--- config.mk ---
export PLATFORM = sky130hd
export DESIGN_NAME = i3c_target_frontend
export DESIGN_NICKNAME = d
export VERILOG_FILES = /design/src/verilog/i3c_bus_pkg.sv /design/src/verilog/bus_monitor.sv /design/src/verilog/bus_event_fifo.sv /design/src/verilog/addr_receiver.sv /design/src/verilog/i3c_target_frontend.sv
export SDC_FILE = /design/constraint.sdc
export NUM_CORES = 1
export LEC_CHECK = 0
export BUFFER_PORTS_ARGS = -buffer_cell sky130_fd_sc_hd__buf_2
export CORE_MARGIN = 4
export CORE_UTILIZATION = 35
export DETAILED_ROUTE_END_ITERATION = 8
export GPL_ROUTABILITY_DRIVEN = 0
export PLACE_DENSITY = 0.56
export SLEW_MARGIN = 5
export SYNTH_ARGS = -nofsm -noshare
export SYNTH_HDL_FRONTEND = slang
export SYNTH_SLANG_ARGS = --single-unit
--- constraint.sdc ---
create_clock -name clk_i -period 3.15 [get_ports clk_i]
set_input_delay 0.1575 -clock clk_i [delete_from_list [all_inputs] [get_ports clk_i]]
set_output_delay 0.1575 -clock clk_i [all_outputs]
set_load 0.03 [all_outputs]
--- src/verilog/i3c_bus_pkg.sv ---
/*
  Shared types and constants for the I3C target bus front end.
  Holds the bus event codes carried from the monitor through the event
  FIFO to the address receiver, the receiver states and the widths.
  Modules reference these by scoped names.
*/

package i3c_bus_pkg;

  // Width of one encoded bus event
  localparam int unsigned EventWidth = 3;

  // Target address width, without the RnW bit
  localparam int unsigned AddrWidth = 7;

  // Hold window counter width, same as the controller timing fields
  localparam int unsigned FilterWidth = 20;

  // Address every I3C target answers to
  localparam logic [AddrWidth-1:0] BroadcastAddr = 7'h7E;

  // Conditions and data bits seen on the filtered bus
  typedef enum logic [EventWidth-1:0] {
    EV_START  = 3'd0,
    EV_RSTART = 3'd1,
    EV_STOP   = 3'd2,
    EV_BIT0   = 3'd3,
    EV_BIT1   = 3'd4
  } bus_event_e;

  // Address receiver states
  typedef enum logic [1:0] {
    // No transfer in progress
    RX_IDLE = 2'd0,
    // Shifting in the address byte
    RX_ADDR = 2'd1,
    // Byte done, bits are ignored until the next start or stop
    RX_SKIP = 2'd2
  } rx_state_e;

endpackage

--- src/verilog/bus_monitor.sv ---
/*
  Bus monitor for the I3C target front end.
  Synchronizes SCL and SDA, filters glitches shorter than the hold
  window and turns the edges of the filtered lines into START, RSTART,
  STOP and data bit events, one registered strobe per event.
*/

module bus_monitor #(
  parameter int unsigned SyncStages = 2
) (
  input  logic clk_i,
  input  logic reset_i,

  input  logic scl_i,
  input  logic sda_i,
  input  logic [i3c_bus_pkg::FilterWidth-1:0] t_hd_dat_i,

  output logic event_valid_o,
  output i3c_bus_pkg::bus_event_e event_code_o
);

  localparam int unsigned NumLines = 2;
  localparam int unsigned Scl = 0;
  localparam int unsigned Sda = 1;

  logic [NumLines-1:0] line_raw;
  logic [SyncStages-1:0] sync_q [NumLines];
  logic [i3c_bus_pkg::FilterWidth-1:0] stable_cnt_q [NumLines];
  logic [NumLines-1:0] filt_q;
  logic [NumLines-1:0] filt_prev_q;
  logic bus_busy_q;

  logic scl_rise;
  logic scl_held_high;
  logic sda_fall;
  logic sda_rise;

  assign line_raw = {sda_i, scl_i};

  // Synchronizer chain and stability counter, one per line
  always_ff @(posedge clk_i) begin
    if (reset_i) begin
      for (int l = 0; l < NumLines; l++) begin
        sync_q[l]       <= '1;
        stable_cnt_q[l] <= '0;
      end
      filt_q      <= '1;
      filt_prev_q <= '1;
    end else begin
      for (int l = 0; l < NumLines; l++) begin
        for (int s = SyncStages - 1; s > 0; s--) begin
          sync_q[l][s] <= sync_q[l][s-1];
        end
        sync_q[l][0] <= line_raw[l];

        // New level is taken after t_hd_dat_i+1 steady samples
        if (sync_q[l][SyncStages-1] != filt_q[l]) begin
          if (stable_cnt_q[l] == t_hd_dat_i) begin
            filt_q[l]       <= sync_q[l][SyncStages-1];
            stable_cnt_q[l] <= '0;
          end else begin
            stable_cnt_q[l] <= stable_cnt_q[l] + 1'b1;
          end
        end else begin
          stable_cnt_q[l] <= '0;
        end
      end
      filt_prev_q <= filt_q;
    end
  end

  assign scl_rise      = filt_q[Scl] & ~filt_prev_q[Scl];
  assign scl_held_high = filt_q[Scl] & filt_prev_q[Scl];
  assign sda_fall      = ~filt_q[Sda] & filt_prev_q[Sda];
  assign sda_rise      = filt_q[Sda] & ~filt_prev_q[Sda];

  // Bus busy flag
  always_ff @(posedge clk_i) begin
    if (reset_i) begin
      bus_busy_q <= 1'b0;
    end else if (scl_held_high && sda_fall) begin
      bus_busy_q <= 1'b1;
    end else if (scl_held_high && sda_rise) begin
      bus_busy_q <= 1'b0;
    end
  end

  always_ff @(posedge clk_i) begin
    if (reset_i) begin
      event_valid_o <= 1'b0;
    end else begin
      event_valid_o <= 1'b0;
      if (scl_held_high && sda_fall) begin
        event_valid_o <= 1'b1;
      end else if (scl_held_high && sda_rise) begin
        event_valid_o <= 1'b1;
      end else if (scl_rise && bus_busy_q) begin
        event_valid_o <= 1'b1;
      end
    end
  end

  // Event code only matters while event_valid_o is high
  always_ff @(posedge clk_i) begin
    if (scl_held_high && sda_fall) begin
      event_code_o <= bus_busy_q ? i3c_bus_pkg::EV_RSTART : i3c_bus_pkg::EV_START;
    end else if (scl_held_high && sda_rise) begin
      event_code_o <= i3c_bus_pkg::EV_STOP;
    end else if (scl_rise) begin
      // Data is sampled on the rising SCL edge
      event_code_o <= filt_q[Sda] ? i3c_bus_pkg::EV_BIT1 : i3c_bus_pkg::EV_BIT0;
    end
  end

endmodule

--- src/verilog/bus_event_fifo.sv ---
/*
  Show-ahead FIFO for bus events.
  The oldest event is always visible on head_event_o; pop_i drops it.
  A push into a full FIFO is lost and raises overflow_o until reset.
*/

module bus_event_fifo #(
  parameter int unsigned EventFifoDepth = 8
) (
  input  logic clk_i,
  input  logic reset_i,

  input  logic push_i,
  input  i3c_bus_pkg::bus_event_e push_event_i,
  input  logic pop_i,

  output i3c_bus_pkg::bus_event_e head_event_o,
  output logic empty_o,
  output logic overflow_o
);

  localparam int unsigned PtrWidth = (EventFifoDepth > 1) ? $clog2(EventFifoDepth) : 1;
  localparam int unsigned CntWidth = $clog2(EventFifoDepth + 1);

  logic [i3c_bus_pkg::EventWidth-1:0] mem [EventFifoDepth];
  logic [PtrWidth-1:0] wr_ptr_q;
  logic [PtrWidth-1:0] rd_ptr_q;
  logic [CntWidth-1:0] count_q;

  logic full;
  logic do_push;
  logic do_pop;

  assign full    = (count_q == CntWidth'(EventFifoDepth));
  assign empty_o = (count_q == '0);
  assign do_push = push_i & ~full;
  assign do_pop  = pop_i & ~empty_o;

  assign head_event_o = i3c_bus_pkg::bus_event_e'(mem[rd_ptr_q]);

  always_ff @(posedge clk_i) begin
    if (do_push) begin
      mem[wr_ptr_q] <= push_event_i;
    end
  end

  always_ff @(posedge clk_i) begin
    if (reset_i) begin
      wr_ptr_q   <= '0;
      rd_ptr_q   <= '0;
      count_q    <= '0;
      overflow_o <= 1'b0;
    end else begin
      if (do_push) begin
        wr_ptr_q <= (wr_ptr_q == PtrWidth'(EventFifoDepth - 1)) ? '0 : wr_ptr_q + 1'b1;
      end
      if (do_pop) begin
        rd_ptr_q <= (rd_ptr_q == PtrWidth'(EventFifoDepth - 1)) ? '0 : rd_ptr_q + 1'b1;
      end
      if (do_push && !do_pop) begin
        count_q <= count_q + 1'b1;
      end else if (do_pop && !do_push) begin
        count_q <= count_q - 1'b1;
      end
      if (push_i && full) begin
        overflow_o <= 1'b1;
      end
    end
  end

endmodule

--- src/verilog/addr_receiver.sv ---
/*
  Address receiver for the I3C target front end.
  Pops bus events while enabled, reports START, RSTART and STOP as
  pulses and collects the address byte after each start, MSB first.
  Flags a hit on the static or the broadcast address until STOP.
*/

module addr_receiver (
  input  logic clk_i,
  input  logic reset_i,

  input  logic fsm_en_i,
  input  logic fifo_empty_i,
  input  i3c_bus_pkg::bus_event_e head_event_i,
  input  logic [i3c_bus_pkg::AddrWidth-1:0] target_sta_addr_i,

  output logic pop_o,
  output logic bus_start_o,
  output logic bus_rstart_o,
  output logic bus_stop_o,
  output logic [7:0] bus_addr_o,
  output logic bus_addr_valid_o,
  output logic addr_match_o,
  output logic fsm_idle_o
);

  i3c_bus_pkg::rx_state_e state_q;
  logic [2:0] bit_cnt_q;
  logic [i3c_bus_pkg::AddrWidth-1:0] shift_q;
  logic rx_bit;
  logic addr_hit;

  assign pop_o = fsm_en_i & ~fifo_empty_i;

  assign rx_bit = (head_event_i == i3c_bus_pkg::EV_BIT1);

  // Upper seven bits of the finished byte are the shifted bits
  assign addr_hit = (shift_q == target_sta_addr_i) || (shift_q == i3c_bus_pkg::BroadcastAddr);

  assign fsm_idle_o = (state_q == i3c_bus_pkg::RX_IDLE) && fifo_empty_i;

  always_ff @(posedge clk_i) begin
    if (reset_i) begin
      state_q          <= i3c_bus_pkg::RX_IDLE;
      bit_cnt_q        <= '0;
      bus_start_o      <= 1'b0;
      bus_rstart_o     <= 1'b0;
      bus_stop_o       <= 1'b0;
      bus_addr_valid_o <= 1'b0;
      addr_match_o     <= 1'b0;
    end else begin
      bus_start_o      <= 1'b0;
      bus_rstart_o     <= 1'b0;
      bus_stop_o       <= 1'b0;
      bus_addr_valid_o <= 1'b0;
      if (pop_o) begin
        case (head_event_i)
          i3c_bus_pkg::EV_START: begin
            bus_start_o <= 1'b1;
            state_q     <= i3c_bus_pkg::RX_ADDR;
            bit_cnt_q   <= '0;
          end
          i3c_bus_pkg::EV_RSTART: begin
            bus_rstart_o <= 1'b1;
            state_q      <= i3c_bus_pkg::RX_ADDR;
            bit_cnt_q    <= '0;
          end
          i3c_bus_pkg::EV_STOP: begin
            bus_stop_o   <= 1'b1;
            addr_match_o <= 1'b0;
            state_q      <= i3c_bus_pkg::RX_IDLE;
          end
          default: begin
            if (state_q == i3c_bus_pkg::RX_ADDR) begin
              bit_cnt_q <= bit_cnt_q + 1'b1;
              // Eighth bit is RnW and completes the byte
              if (bit_cnt_q == 3'd7) begin
                bus_addr_valid_o <= 1'b1;
                state_q          <= i3c_bus_pkg::RX_SKIP;
                if (addr_hit) begin
                  addr_match_o <= 1'b1;
                end
              end
            end
          end
        endcase
      end
    end
  end

  // Address shift register and the reported byte
  always_ff @(posedge clk_i) begin
    if (pop_o && state_q == i3c_bus_pkg::RX_ADDR && bit_cnt_q != 3'd7 &&
        (head_event_i == i3c_bus_pkg::EV_BIT0 || head_event_i == i3c_bus_pkg::EV_BIT1)) begin
      shift_q <= {shift_q[i3c_bus_pkg::AddrWidth-2:0], rx_bit};
    end
    if (pop_o && state_q == i3c_bus_pkg::RX_ADDR && bit_cnt_q == 3'd7 &&
        (head_event_i == i3c_bus_pkg::EV_BIT0 || head_event_i == i3c_bus_pkg::EV_BIT1)) begin
      bus_addr_o <= {shift_q, rx_bit};
    end
  end

endmodule

--- src/verilog/i3c_target_frontend.sv ---
/*
  Bus-facing front end of an I3C target.
  Chains the bus monitor, the event FIFO and the address receiver.
  Events queue in the FIFO while i3c_fsm_en_i is low.
*/

module i3c_target_frontend #(
  parameter int unsigned EventFifoDepth = 8,
  parameter int unsigned SyncStages     = 2
) (
  input  logic clk_i,
  input  logic reset_i,

  input  logic scl_i,
  input  logic sda_i,
  input  logic [i3c_bus_pkg::FilterWidth-1:0] t_hd_dat_i,
  input  logic [i3c_bus_pkg::AddrWidth-1:0] target_sta_addr_i,
  input  logic i3c_fsm_en_i,

  output logic bus_start_o,
  output logic bus_rstart_o,
  output logic bus_stop_o,
  output logic [7:0] bus_addr_o,
  output logic bus_addr_valid_o,
  output logic addr_match_o,
  output logic i3c_fsm_idle_o,
  output logic err_o
);

  logic event_valid;
  i3c_bus_pkg::bus_event_e event_code;
  logic fifo_empty;
  i3c_bus_pkg::bus_event_e head_event;
  logic pop;

  bus_monitor #(
    .SyncStages (SyncStages)
  ) xbus_monitor (
    .clk_i         (clk_i),
    .reset_i       (reset_i),
    .scl_i         (scl_i),
    .sda_i         (sda_i),
    .t_hd_dat_i    (t_hd_dat_i),
    .event_valid_o (event_valid),
    .event_code_o  (event_code)
  );

  bus_event_fifo #(
    .EventFifoDepth (EventFifoDepth)
  ) xbus_event_fifo (
    .clk_i        (clk_i),
    .reset_i      (reset_i),
    .push_i       (event_valid),
    .push_event_i (event_code),
    .pop_i        (pop),
    .head_event_o (head_event),
    .empty_o      (fifo_empty),
    .overflow_o   (err_o)
  );

  addr_receiver xaddr_receiver (
    .clk_i             (clk_i),
    .reset_i           (reset_i),
    .fsm_en_i          (i3c_fsm_en_i),
    .fifo_empty_i      (fifo_empty),
    .head_event_i      (head_event),
    .target_sta_addr_i (target_sta_addr_i),
    .pop_o             (pop),
    .bus_start_o       (bus_start_o),
    .bus_rstart_o      (bus_rstart_o),
    .bus_stop_o        (bus_stop_o),
    .bus_addr_o        (bus_addr_o),
    .bus_addr_valid_o  (bus_addr_valid_o),
    .addr_match_o      (addr_match_o),
    .fsm_idle_o        (i3c_fsm_idle_o)
  );

endmodule

==> impl_results.md <==
* Setup TNS Final at 0 ps
* PortBufs at 46
* Crit path from: xbus_event_fifo.count_q[0]
* Fillers at 1,465
* Status: completed
* Top cells by count, synth: edfxtp_1 (82), nor2_1 (63), xor2_1 (62), dfxtp_1 (34), xnor2_1 (27)
* CP max-delay cell: dfxtp_1
* Count of cell types in the netlist at 53
* WP data arrival at 3100 ps
* Initial Util at 36.2%
* Max-Cap Viols at 0
* DRT iter0 DRCs at 162
* Register area at 3140 um2
* FMAX at 362 MHz
* Final count of hold timing violations at 0
* Clock skew at 8.62 ps
* #FFs+latches synth at 116
* CTS Buffer Depth at 2
* Synth Instances at 469
* I/O pin total at 47
* Sequential area share after synthesis at 56.4%
* Relative slew slack at 51.4%
* First-pass GRT wire length at 18,300 um
* Number of synthesized flops with an enable pin at 82
* Final setup fails at 0
* TritonCTS clock tree: done
* Core Rows at 45
* Worst slack, placed at 440 ps
* Final wirelength at 10,900 um
* Die Footprint at 18,000 um2
* Pins Over Slew Limit at 0
* Kind of critical path: flop to flop
* Tightest Pin Transition at 723 ps
* 1st-pass router iterations at 4
* Clk sinks at 116
* RSZ-0062 raised after global routing: no
* CTS clk-pin slew, worst paths at 60 ps
* Count leader, synth: edfxtp_1
* Ys async rst share at 0%
* Crit end category: flop
* P&R area growth vs syn at 21.7%
* Syn avg cell area at 11.9 um2
* Die X at 134 um
* Area leader, netlist: edfxtp_1
* Min-delay src: i3c_fsm_en_i
* Top-area cell type share of the netlist area at 44.2%
* Vias in the first global route at 3,822
* Die height at 134 um
* Post-CTS Resized at 0
* Multi-input gate area at 2470 um2
* Share of post-route cells with drive strength above 1 at 17.3%
* Period minus WS final at 2760 ps
* Synth Warn # at 0
* Core area at 15,400 um2
* Ranking of synthesized cells by area: edfxtp_1 (44%), dfxtp_1 (12%), xor2_1 (9.7%)
* Clk Latency, worst-skew pair at 420 ps
* Hold/Removal Path Class: input pin to flop
* Diodes inserted at 0
* Total power density per cell area at 629 nW/um2
* Hpwl dp at 8150 um
* CP max stage delay at 370 ps
* Initial antenna violation count at 0
* Antenna-violating nets left at 0
* Clk root buf: clkbuf_16
* Post-Syn Area at 5570 um2
* Critical Path, Cell by Cell: nor3_1 > nand2_1 > nand2_1 > inv_1 > ha_1 > inv_1 > ha_1 > a21o_1 > a21oi_1 > xnor2_1 > or3_1 > a21oi_1
* Max IR drop VDD at 376 uV
* Total gr overflow at 0
* CP Launch Type: flop
* Leak pwr at 2.53 nW
* Final core utilization at 44.1%
* Nets@finish at 614
* TritonCTS Buffers at 17
* Drt drc at 0
* H-tree depth at 4
* Largest net degree at the start of global routing at 32
* Final setup margin at 391 ps
* Via count at 3,695
* Worst R2R Start: xbus_event_fifo.count_q[0]
* Main synth FF type: edfxtp_1
* Avg WL per Cell at 13.7 um
* Period utilization at 87.6%
* Critical Path RT at 3490 ps
* Vias per Instance at 4.65
* Gr usage total at 13.1%
* Largest fanout on the critical path at 9
[cells by family after synthesis]
family	Yosys count	share of synthesized area [%]
DFF	116	56.4
AOI/OAI and AO/OA	37	4.54
other	1	0.0673
buffers and inverters	23	1.91
and+or+nand+nor	180	16.1
adders and majority gates	12	2.83
xor gates and xnor gates	89	14.0
muxes	11	4.11
[layout make-up]
type                            instances  share of cell area, %
Clock buffer                           17                   6.27
Timing Repair Buffer                   52                   4.13
Sequential cell                       116                   46.3
Multi-Input combinational cell        369                   36.4
Inverter                               14                  0.812
Clock inverter                         15                   2.16
Tap cell                              211                   3.89
[routing by layer]
metal,track usage [%],wire length (um),vias to the layer above
met5,0,0,-
met4,5.15,147,0
met3,4.99,539,17
met2,21.6,5320,82
met1,15.4,4900,1739
li1,-,-,1857
[sequential cells by signal, indices dropped and copies added (netlist names), 2 cells and up, named ones only]
register,flops
xaddr_receiver.bit_cnt_q,3
xaddr_receiver.bus_addr_o,8
xaddr_receiver.shift_q,7
xaddr_receiver.state_q,2
xbus_event_fifo.count_q,4
xbus_event_fifo.mem,24
xbus_event_fifo.rd_ptr_q,3
xbus_event_fifo.wr_ptr_q,3
xbus_monitor.event_code_o,3
xbus_monitor.filt_prev_q,2
xbus_monitor.filt_q,2
xbus_monitor.stable_cnt_q,40
xbus_monitor.sync_q,4
[cell usage in the layout (no fill, tap or decap), drive strengths merged, types with 3 or more instances in the layout]
cell / netlist / routed
or2: 6 / 6
conb: 1 / 40
o21ai: 4 / 4
ha: 11 / 11
nor4: 15 / 15
nor3b: 5 / 5
nand2: 26 / 26
a32o: 3 / 3
xor2: 62 / 62
inv: 14 / 19
nor3: 19 / 19
nand4: 5 / 5
nor2b: 3 / 3
o211ai: 3 / 3
clkinv: 0 / 7
buf: 1 / 50
and3: 4 / 4
and4: 4 / 4
nor2: 63 / 63
dfxtp: 34 / 34
edfxtp: 82 / 82
mux4: 6 / 6
a21oi: 15 / 15
o311ai: 3 / 3
xnor2: 27 / 27
mux2i: 5 / 5
nand3: 20 / 20
clkbuf: 8 / 17
[report_power, final]
group	internal, mW	total, mW	leakage, nW	switching (mW)
Combinational	0.284	0.633	1.19	0.348
Sequential	1.70	1.81	1.06	0.106
Clock	1.10	1.83	0.275	0.728
[metrics by stage]
stage | hold WS (ps) | instance area (um2) | cells | total power, mW
floorplan | 261 | 5720 | 508 | 2.31
global placement | 356 | 6190 | 760 | 2.44
detailed placement | 354 | 6190 | 760 | 2.47
CTS | 200 | 6780 | 794 | 4.32
global route | 232 | 6780 | 794 | 4.48
finish | 218 | 6780 | 794 | 4.27
[worst max-delay path, delay by kind of cell, from the launching register on]
kind | cells | cell delay (ps)
adders and majority gates | 2 | 480
xor gates and xnor gates | 1 | 100
DFF | 1 | 370
buffers and inverters | 2 | 280
and+or+nand+nor | 4 | 970
AOI/OAI and AO/OA | 3 | 480
[worst paths after layout]
| kind | to | slack [ps] | cells after the start |
|---|---|---|---|
| hold reg to reg | xbus_monitor.sync_q[0][1] | 420 | 1 |
| setup reg to reg | xbus_event_fifo.count_q[3] | 390 | 12 |
| setup / recovery | xbus_event_fifo.count_q[3] | 390 | 12 |
| hold / removal | xbus_event_fifo.rd_ptr_q[2] | 220 | 4 |
[what timing repair did]
action	CTS	global route
hold endpoints to repair	2	0
hold buffers	2	0
setup endpoints to repair	0	0
setup buffers	0	0
No activity file was read; power rests on OpenSTA's default activity.
